**config.mk**
```make
export PLATFORM = sky130hd
export DESIGN_NAME = branchResolve
export DESIGN_NICKNAME = d
export VERILOG_FILES = /design/src/branchPkg.sv /design/src/branchResolve.sv /design/src/branchSelector.sv /design/src/branchUnit.sv /design/src/branchDecoder.sv
export SDC_FILE = /design/constraint.sdc
export NUM_CORES = 1
export LEC_CHECK = 0
export BUFFER_PORTS_ARGS = -buffer_cell sky130_fd_sc_hd__buf_2
export CELL_PAD_IN_SITES_DETAIL_PLACEMENT = 1
export CELL_PAD_IN_SITES_GLOBAL_PLACEMENT = 2
export CORE_MARGIN = 1.5
export CORE_UTILIZATION = 30
export CTS_CLUSTER_DIAMETER = 50
export DETAILED_ROUTE_END_ITERATION = 8
export GPL_TIMING_DRIVEN = 0
export PLACE_DENSITY_LB_ADDON = 0.1
export SLEW_MARGIN = 20
export SYNTH_ARGS = -nofsm -noshare
export SYNTH_HDL_FRONTEND = slang
export SYNTH_HIERARCHICAL = 1
export SYNTH_SLANG_ARGS = --single-unit
```
**constraint.sdc**
```tcl
create_clock -name clk -period 13.75 [get_ports clk]
set_input_delay 0.6875 -clock clk [delete_from_list [all_inputs] [get_ports clk]]
set_output_delay 0.6875 -clock clk [all_outputs]
set_load 0.01 [all_outputs]
```
**src/branchPkg.sv**
```systemverilog
package branchPkg;

    typedef logic [6:0] SqN;       // Wraps around, so age comes from the signed difference.
    typedef logic [4:0] FetchID;
    typedef logic [5:0] LoadSqN;
    typedef logic [5:0] StoreSqN;
    typedef logic [1:0] HistAct;
    typedef logic [1:0] RetAct;

    localparam logic [6:0] OPC_BRANCH = 7'b1100011;
    localparam logic [6:0] OPC_JAL = 7'b1101111;
    localparam logic [6:0] OPC_JALR = 7'b1100111;

    typedef enum logic [3:0] {
        brNone = 4'd0,
        brBeq = 4'd1,
        brBne = 4'd2,
        brBlt = 4'd3,
        brBge = 4'd4,
        brBltu = 4'd5,
        brBgeu = 4'd6,
        brJal = 4'd7,
        brJalr = 4'd8
    } BranchOp;

    // B-type layout. The I-type immediate of jalr sits in imm12, immHi and rs2.
    typedef struct packed {
        logic imm12;
        logic [5:0] immHi;         // Offset bits 10 to 5.
        logic [4:0] rs2;
        logic [4:0] rs1;
        logic [2:0] funct3;
        logic [3:0] immLo;         // Offset bits 4 to 1.
        logic imm11;
        logic [6:0] opcode;
    } BType;

    typedef struct packed {
        logic imm20;
        logic [9:0] immLo;         // Offset bits 10 to 1.
        logic imm11;
        logic [7:0] immHi;         // Offset bits 19 to 12.
        logic [4:0] rd;
        logic [6:0] opcode;
    } JType;

    typedef union packed {
        BType bType;
        JType jType;
    } InstrWord;

    typedef struct packed {
        logic valid;
        InstrWord instr;
        logic [31:0] pc;
        logic [31:0] rs1Val;
        logic [31:0] rs2Val;
        SqN sqN;
        LoadSqN loadSqN;
        StoreSqN storeSqN;
        FetchID fetchID;
        logic predTaken;
        logic [31:0] predTarget;
        HistAct histAct;
        RetAct retAct;
    } IssueUop;

    typedef struct packed {
        logic taken;
        logic flush;
        logic [31:0] dstPC;
        SqN sqN;
        LoadSqN loadSqN;
        StoreSqN storeSqN;
        FetchID fetchID;
        HistAct histAct;
        RetAct retAct;
    } BranchProv;

    function automatic logic isOlder(SqN a, SqN b);
        SqN diff;
        diff = a - b;
        return diff[6];            // Negative difference means a is older.
    endfunction

endpackage
```
**src/branchResolve.sv**
```systemverilog
`timescale 1ns/1ps

module branchResolve #(
    parameter int NUM_LANES = 3
) (
    input logic clk,
    input logic rst,
    input branchPkg::IssueUop issue[NUM_LANES-1:0],
    input branchPkg::BranchProv commitBranch,
    input branchPkg::SqN robSqN,
    input branchPkg::SqN nextSqN,
    input logic mispredFlush,
    output branchPkg::BranchProv branch,
    output logic perfBranchMispr
);
    import branchPkg::*;

    localparam int NUM_BRANCHES = NUM_LANES + 1;

    BranchOp laneOp[NUM_LANES-1:0];
    logic [31:0] laneImm[NUM_LANES-1:0];
    BranchProv prov[NUM_BRANCHES-1:0];

    for (genvar i = 0; i < NUM_LANES; i++) begin : gLane
        branchDecoder uDecoder (
            .instr(issue[i].instr),
            .op(laneOp[i]),
            .imm(laneImm[i])
        );

        branchUnit uUnit (
            .clk(clk),
            .rst(rst),
            .uop(issue[i]),
            .op(laneOp[i]),
            .imm(laneImm[i]),
            .prov(prov[i])
        );
    end

    assign prov[NUM_LANES] = commitBranch;  // Commit takes the highest-priority slot.

    branchSelector #(
        .NUM_BRANCHES(NUM_BRANCHES)
    ) uSelector (
        .clk(clk),
        .rst(rst),
        .branches(prov),
        .branch(branch),
        .perfBranchMispr(perfBranchMispr),
        .robSqN(robSqN),
        .nextSqN(nextSqN),
        .mispredFlush(mispredFlush)
    );

endmodule

```
**src/branchSelector.sv**
```systemverilog
`timescale 1ns/1ps

module branchSelector #(
    parameter int NUM_BRANCHES = 4
) (
    input logic clk,
    input logic rst,
    input branchPkg::BranchProv branches[NUM_BRANCHES-1:0],
    output branchPkg::BranchProv branch,
    output logic perfBranchMispr,
    input branchPkg::SqN robSqN,
    input branchPkg::SqN nextSqN,
    input logic mispredFlush
);
    import branchPkg::*;

    SqN flushSqN;                  // Last forwarded redirect.
    BranchProv laneBest;
    BranchProv commit;
    logic commitPass;

    always_comb begin
        laneBest = '0;
        for (int i = 0; i < NUM_BRANCHES - 1; i++) begin
            if (branches[i].taken &&
                (!laneBest.taken || isOlder(branches[i].sqN, laneBest.sqN)) &&
                (!mispredFlush || isOlder(branches[i].sqN, flushSqN))) begin
                laneBest = branches[i];
            end
        end
    end

    assign commit = branches[NUM_BRANCHES-1];
    assign commitPass = commit.taken && (!mispredFlush || isOlder(commit.sqN, flushSqN));

    always_comb begin
        if (commitPass) begin
            branch = commit;
        end else begin
            branch = laneBest;
        end
    end

    assign perfBranchMispr = laneBest.taken && !mispredFlush && !commit.taken;

    always_ff @(posedge clk) begin
        if (rst) begin
            flushSqN <= '0;
        end else if (branch.taken) begin
            flushSqN <= branch.sqN;
        end
    end

    // Every redirect must name an instruction that is still in flight.
    sqNInWindow: assert property (
        @(posedge clk) disable iff (rst)
        branch.taken |-> !isOlder(branch.sqN, robSqN) && isOlder(branch.sqN, nextSqN)
    ) else $error("redirect sqN outside the reorder-buffer window");

    perfOnLaneRedirect: assert property (
        @(posedge clk) disable iff (rst)
        perfBranchMispr |-> branch.taken && !branch.flush
    ) else $error("mispredict event without a lane redirect");

endmodule

```
**src/branchUnit.sv**
```systemverilog
`timescale 1ns/1ps

module branchUnit (
    input logic clk,
    input logic rst,
    input branchPkg::IssueUop uop,
    input branchPkg::BranchOp op,
    input logic [31:0] imm,
    output branchPkg::BranchProv prov
);
    import branchPkg::*;

    logic condTaken;
    logic [31:0] jalrSum;
    logic [31:0] target;
    logic [31:0] nextPC;
    logic mispred;
    BranchProv provNext;

    always_comb begin
        case (op)
            brBeq: condTaken = (uop.rs1Val == uop.rs2Val);
            brBne: condTaken = (uop.rs1Val != uop.rs2Val);
            brBlt: condTaken = ($signed(uop.rs1Val) < $signed(uop.rs2Val));
            brBge: condTaken = ($signed(uop.rs1Val) >= $signed(uop.rs2Val));
            brBltu: condTaken = (uop.rs1Val < uop.rs2Val);
            brBgeu: condTaken = (uop.rs1Val >= uop.rs2Val);
            brJal, brJalr: condTaken = 1'b1;
            default: condTaken = 1'b0;
        endcase
    end

    assign jalrSum = uop.rs1Val + imm;

    always_comb begin
        if (op == brJalr) begin
            target = {jalrSum[31:1], 1'b0};  // Jalr clears bit 0 of the sum.
        end else begin
            target = uop.pc + imm;
        end
    end

    assign nextPC = condTaken ? target : uop.pc + 32'd4;

    // A correct direction with a wrong target still needs a redirect.
    assign mispred = (condTaken != uop.predTaken) ||
                     (condTaken && (target != uop.predTarget));

    always_comb begin
        provNext.taken = uop.valid && (op != brNone) && mispred;
        provNext.flush = 1'b0;
        provNext.dstPC = nextPC;
        provNext.sqN = uop.sqN;
        provNext.loadSqN = uop.loadSqN;
        provNext.storeSqN = uop.storeSqN;
        provNext.fetchID = uop.fetchID;
        provNext.histAct = uop.histAct;
        provNext.retAct = uop.retAct;
    end

    always_ff @(posedge clk) begin
        prov <= provNext;
        if (rst) begin
            prov.taken <= 1'b0;
            prov.flush <= 1'b0;
        end
    end

    // A lane redirect never flushes and always lands on an even address.
    provNoFlushAligned: assert property (
        @(posedge clk) disable iff (rst)
        prov.taken |-> !prov.flush && !prov.dstPC[0]
    ) else $error("lane redirect with flush set or an odd target");

endmodule

```
**src/branchDecoder.sv**
```systemverilog
`timescale 1ns/1ps

module branchDecoder (
    input branchPkg::InstrWord instr,
    output branchPkg::BranchOp op,
    output logic [31:0] imm
);
    import branchPkg::*;

    logic [31:0] bImm;
    logic [31:0] jImm;
    logic [31:0] iImm;

    // Conditional branches use halfword offsets with an implied zero in bit 0.
    assign bImm = {
        {20{instr.bType.imm12}},
        instr.bType.imm11,
        instr.bType.immHi,
        instr.bType.immLo,
        1'b0
    };

    assign jImm = {
        {12{instr.jType.imm20}},
        instr.jType.immHi,
        instr.jType.imm11,
        instr.jType.immLo,
        1'b0
    };

    // The jalr offset is a plain byte offset taken from the top twelve bits.
    assign iImm = {
        {20{instr.bType.imm12}},
        instr.bType.imm12,
        instr.bType.immHi,
        instr.bType.rs2
    };

    always_comb begin
        op = brNone;
        imm = '0;
        case (instr.bType.opcode)
            OPC_BRANCH: begin
                imm = bImm;
                case (instr.bType.funct3)
                    3'b000: op = brBeq;
                    3'b001: op = brBne;
                    3'b100: op = brBlt;
                    3'b101: op = brBge;
                    3'b110: op = brBltu;
                    3'b111: op = brBgeu;
                    default: op = brNone;  // Encodings 010 and 011 are reserved.
                endcase
            end
            OPC_JAL: begin
                imm = jImm;
                op = brJal;
            end
            OPC_JALR: begin
                imm = iImm;
                if (instr.bType.funct3 == 3'b000) begin
                    op = brJalr;
                end
            end
            default: begin
                op = brNone;
                imm = '0;
            end
        endcase
    end

endmodule

```
# Yosys cells after proc, flatten, opt, wreduce, memory -nomap -nowiden
# Index checks and enable logic that the tools add are counted.
[classes]
muxes = 25
reduce_logical = 39
magnitude_cmp = 12
n_addsub = 15
eq_ne = 60
[ops]
columns = ["cell", "count"]
rows = [
  ["$pmux W32 S3", 3],
  ["$mux W62", 4],
  ["$add A32 B32 Y32", 6],
  ["$ge A32 B32 Y1", 6],
  ["$lt A32 B32 Y1", 6],
  ["$mux W32", 6],
  ["$ne A32 B32 Y1", 6],
  ["$add A32 B3 Y32 const B", 3],
  ["$eq A32 B32 Y1", 3],
  ["$eq A7 B7 Y1 const B", 9],
  ["$pmux W3 S6", 3],
  ["$eq A4 B3 Y1 const B", 12],
  ["$sub A7 B7 Y7", 6],
  ["$eq A3 B3 Y1 const B", 12],
  ["$pmux W4 S3", 3],
  ["$eq A4 B2 Y1 const B", 6],
  ["$pmux W1 S7", 3],
  ["$logic_and A1 B1 Y1", 17],
  ["$eq A4 B1 Y1 const B", 3],
  ["$eq A4 B4 Y1 const B", 3],
  ["$mux W4", 3],
  ["$reduce_bool A4 Y1", 3],
  ["$eq A3 B1 Y1 const B", 3],
  ["$logic_not A3 Y1", 3],
  ["4 further kinds", 19],
]
[word_totals]
input_bits = 649
register_bits = 190
output_inout_bits = 63

# Depth between registers and ports, before layout
[logic_depth]
ltp_word = 16
depth_mapped = 33
depth_no_buf = 27

# Modules after synthesis
# Netlist, hierarchy kept.
[by_module_without_submodules]
columns = ["mod", "cells_each", "seq_area_each_um2", "instances", "area_per_inst_um2"]
rows = [
  ["branchUnit (gLane[2].uUnit)", 1107, 1221.2, 1, 8260.4],
  ["branchUnit (gLane[0].uUnit)", 1091, 1221.2, 1, 8249.2],
  ["branchUnit (gLane[1].uUnit)", 1053, 1221.2, 1, 7792.5],
  ["branchSelector", 581, 140.1, 1, 3554.7],
  ["branchDecoder", 76, 0.0, 3, 525.5],
]

# Worst setup path after synthesis
# No wires, ideal clock.
[synth_path]
kind = "reg-to-output"
startpoint = "register uSelector.flushSqN[3]"
endpoint = "output branch[10] (netlist bit)"
path_buffers = 6
arrival_time_ns = 6.424
path_slack_ns = 6.639
stages_incl_launch_ff = 34
cell_sequence = "dfxtp_1 inv_1 ha_1 a211o_1 o211ai_1 o21ai_2 mux2i_1 and2_1 clkbuf_1 clkbuf_1 buf_1 nand2_1 ha_1 a21oi_1 o21ai_0 nor2_1 a31oi_1 xnor2_1 o21a_4 clkbuf_1 a22oi_1 ha_1 a21o_1 a21oi_1 nor2b_1 nor4_1 nand3_1 a21oi_1 a31oi_1 a221oi_2 buf_6 buf_12 mux2i_1 o21ai_1"
[synth_lines]
columns = ["item", "line_no", "rtl"]
rows = [
  ["start, declared", "branchSelector.sv:17", "SqN flushSqN;"],
  ["start signal, assigned", "branchSelector.sv:50", "flushSqN <= branch.sqN;"],
  ["end, declared", "branchResolve.sv:13", "output branchPkg::BranchProv branch,"],
]

==> qor.csv <==
stage,metric,value,unit
floorplan,fp.dieW,316,um
synth,yosys_warnings,6,
setup_path,cpPeakStageDelay,0.75,ns
sta,rsz0062_at_grt,no,
sta,slew_viol_final,0,
sta,hold_viol,0,
cells_and_area,drive_gt1_frac,0.202,
cts,cts.repair.resized,0,
cells_and_area,fin_nets,5737,
synth,synth_simple_gate_area_frac,0.253,
setup_path,cp_data_required_time,13.06,ns
synth,synth.area.mux_share,0.0401,
grt,grt_pass1_vias,33400,
route,drc,0,
grt,gr-total-overflow,0,
min_path,hold_class,in2reg,
cts,cts_buffers,17,
floorplan,dieArea,100000,um2
sta,fin_crit,10.64,ns
route,dr.pass1.iters,5,
synth,synth-edff-count,0,
synth,synth_top_family_by_area,compound AO/OA/AOI/OAI gates,
synth,synth_ff_type,dfxtp_1,
cts,cts.sinks,190,
synth,synthDistinctLibCells,118,
cts,clockBufferDepth,2,
synth,synthTopCellsByArea,"ha_1 (13%), dfxtp_1 (13%), nand2_1 (6.3%)",
sta,tightest_slew,1.11,ns
sta,fin_ws,3.11,ns
synth,synthMostInstantiatedCell,nand2_1,
synth,synth_nets,5027,
setup_path,crit_path_end_kind,output pin,
synth,avgSynthCellArea,7.25,um2
synth,synth_top_area_cell,ha_1,
sta,timing.clock.skew,0.00857,ns
cts,cts-root-buf,clkbuf_16,
grt,grt_pass1_wl,215000,um
route,postRouteAntennaNets,0,
route,via_count,33500,
grt,grt_max_degree,19,
synth,synthAdderAreaFrac,0.137,
pwr,p_per_area,52.1,nW/um2
sta,fin_tns_setup,0,ns
sta,period_share,0.774,
grt,antenna_found_initial,29,
sta,fmaxAchievable,0.0940,GHz
place,pre_cts_ws,3.58,ns
synth,synth_compound_gate_area_share,0.270,
status,outcome,completed,
synth,syn_inst,4060,
synth,async_flop_share,0,
setup_path,crit_path_top_delay_cell,mux2i_1,
synth,ys_seq_area_frac,0.129,
setup_path,cp_max_fo,10,
cells_and_area,area_growth,19.4,%
place,dp_hpwl,130000,um
cts,cts_hold_buf,0,
run,maxCapViolations,0,
pwr,leakagePower,16.1,nW
grt,grt.total_usage,0.288,
cts,tritoncts,built,
route,routed_via_density,5.52,
sta,setup_viol,0,
place,io_buffers,691,
route,dr.first_iter.drc_count,1997,
place,gp_congestion,0.944,
floorplan,coreArea,97000,um2
synth,synth_top_area_frac,0.133,
route,wl_per_cell,24.4,um
sta,relSlewSlack,0.261,
setup_path,crit_arrival,9.95,ns
setup_path,critical_path_class,reg2out,
cells_and_area,fillers,12400,
setup_path,cp-start-kind,flop,
floorplan,initial_core_util,0.303,
cts,cts_max_level,4,
floorplan,io_pins,712,
floorplan,fp-row-count,114,
cts,clk_pin_slew,0.08,ns
synth,synth-xor-area-share,0.0992,
pwr,irDropWorstVdd,0.0000967,V
route,finalWirelength,148000,um
synth,ys_seq_elements,190,
synth,syn_area,29400,um2
floorplan,die_h,316,um
synth,synth_common_cells,"nand2_1 (496), a21oi_1 (346), ha_1 (312)",
cts,clk_latency,0.48,ns
cts,cts_setup_buffers,0,
==> cell families (layout without fill, tap and decap cells) <==
group,Yosys count,after routing
flip-flops,190,190
XOR/XNOR,324,324
multiplexers,114,114
AND/OR/NAND/NOR,1482,1482
other,3,17
buffers and inverters,442,1164
adder cells (fa/ha/maj),318,318
AO/OA/AOI/OAI,1187,1187
==> worst paths after layout <==
kind	start	endpoint	slack, ns	depth (start not counted)
worst min register to register	uSelector/flushSqN[4]	uSelector/flushSqN[4]	0.51	2
worst max-delay path	uSelector/flushSqN[3]	branch[50]	3.11	34
worst min-delay path	issue[244]	gLane[1].uUnit/prov[21]	0.30	1
worst max register to register	uSelector/flushSqN[3]	uSelector/flushSqN[0]	4.86	32
==> cell type report <==
class                   count  area, um2  area share
multi-input cells        3428      23600       0.670
flip-flops and latches    190       3800       0.108
repair buffers            691       3460      0.0984
well taps                1276       1600      0.0454
plain buffers             246       1370      0.0389
inverters                 196        736      0.0209
clock buffers              18        439      0.0125
clock inverters            13        149     0.00424
diodes                     14       35.0    0.000997
==> power breakdown <==
group / total, W / switching [W] / internal [W] / leakage (nW)
Combinational: 0.000723 / 0.000443 / 0.000280 / 14.2
Sequential: 0.000602 / 0.0000162 / 0.000586 / 1.60
Clock: 0.000505 / 0.000244 / 0.000261 / 0.284
==> worst max-delay path: cells and delay by family (launching register included) <==
kind,cells,cell delay [ns]
multiplexers,2,1.12
adder cells (fa/ha/maj),3,0.98
AND/OR/NAND/NOR,6,1.10
flip-flops,1,0.33
XOR/XNOR,1,0.28
AO/OA/AOI/OAI,14,2.76
buffers and inverters,8,2.84
==> stage by stage <==
step	instances	total power [W]	area, um2	hold WS (ns)	utilization
after floorplan	4060	0.00101	29400	0.460	-
after global placement	6027	0.00132	34500	0.484	0.356
after detailed placement	6027	0.00133	34500	0.487	0.356
after CTS	6058	0.00185	35100	0.261	0.362
after global routing	6069	0.00194	35100	0.271	0.362
final	6072	0.00183	35100	0.302	0.362
==> sequential cells by signal (all words and copies together), names as in the netlist <==
| name | count |
|---|---|
| gLane.uUnit/prov | 183 |
| uSelector/flushSqN | 7 |
==> routing by layer <==
layer / vias to the layer above / global-route usage / wire length (um)
met5: - / 0 / 148
met4: 24 / 0.0519 / 2130
met3: 110 / 0.0347 / 7080
met2: 807 / 0.484 / 69100
met1: 16300 / 0.395 / 69700
li1: 16300 / - / -
==> cells in the final DEF, fill, tap and decap left out, types with 35 or more instances in the layout <==
master    instances
xnor2_1         176
o21ai_0         169
a211oi_1         63
and2_1           51
inv_1           192
a31oi_1          59
nand4_1          93
nor3_1           86
dfxtp_1         190
nand3_1         165
xor2_1          142
clkbuf_1        121
a21oi_1         346
a21o_1           88
and3_1           59
nand2_1         496
buf_2           730
buf_4            40
nor2_1          265
mux2i_1         101
ha_1            312
o21ai_1          76
nand2b_1         35
o211ai_1         48
(Power assumes the default switching activity.)
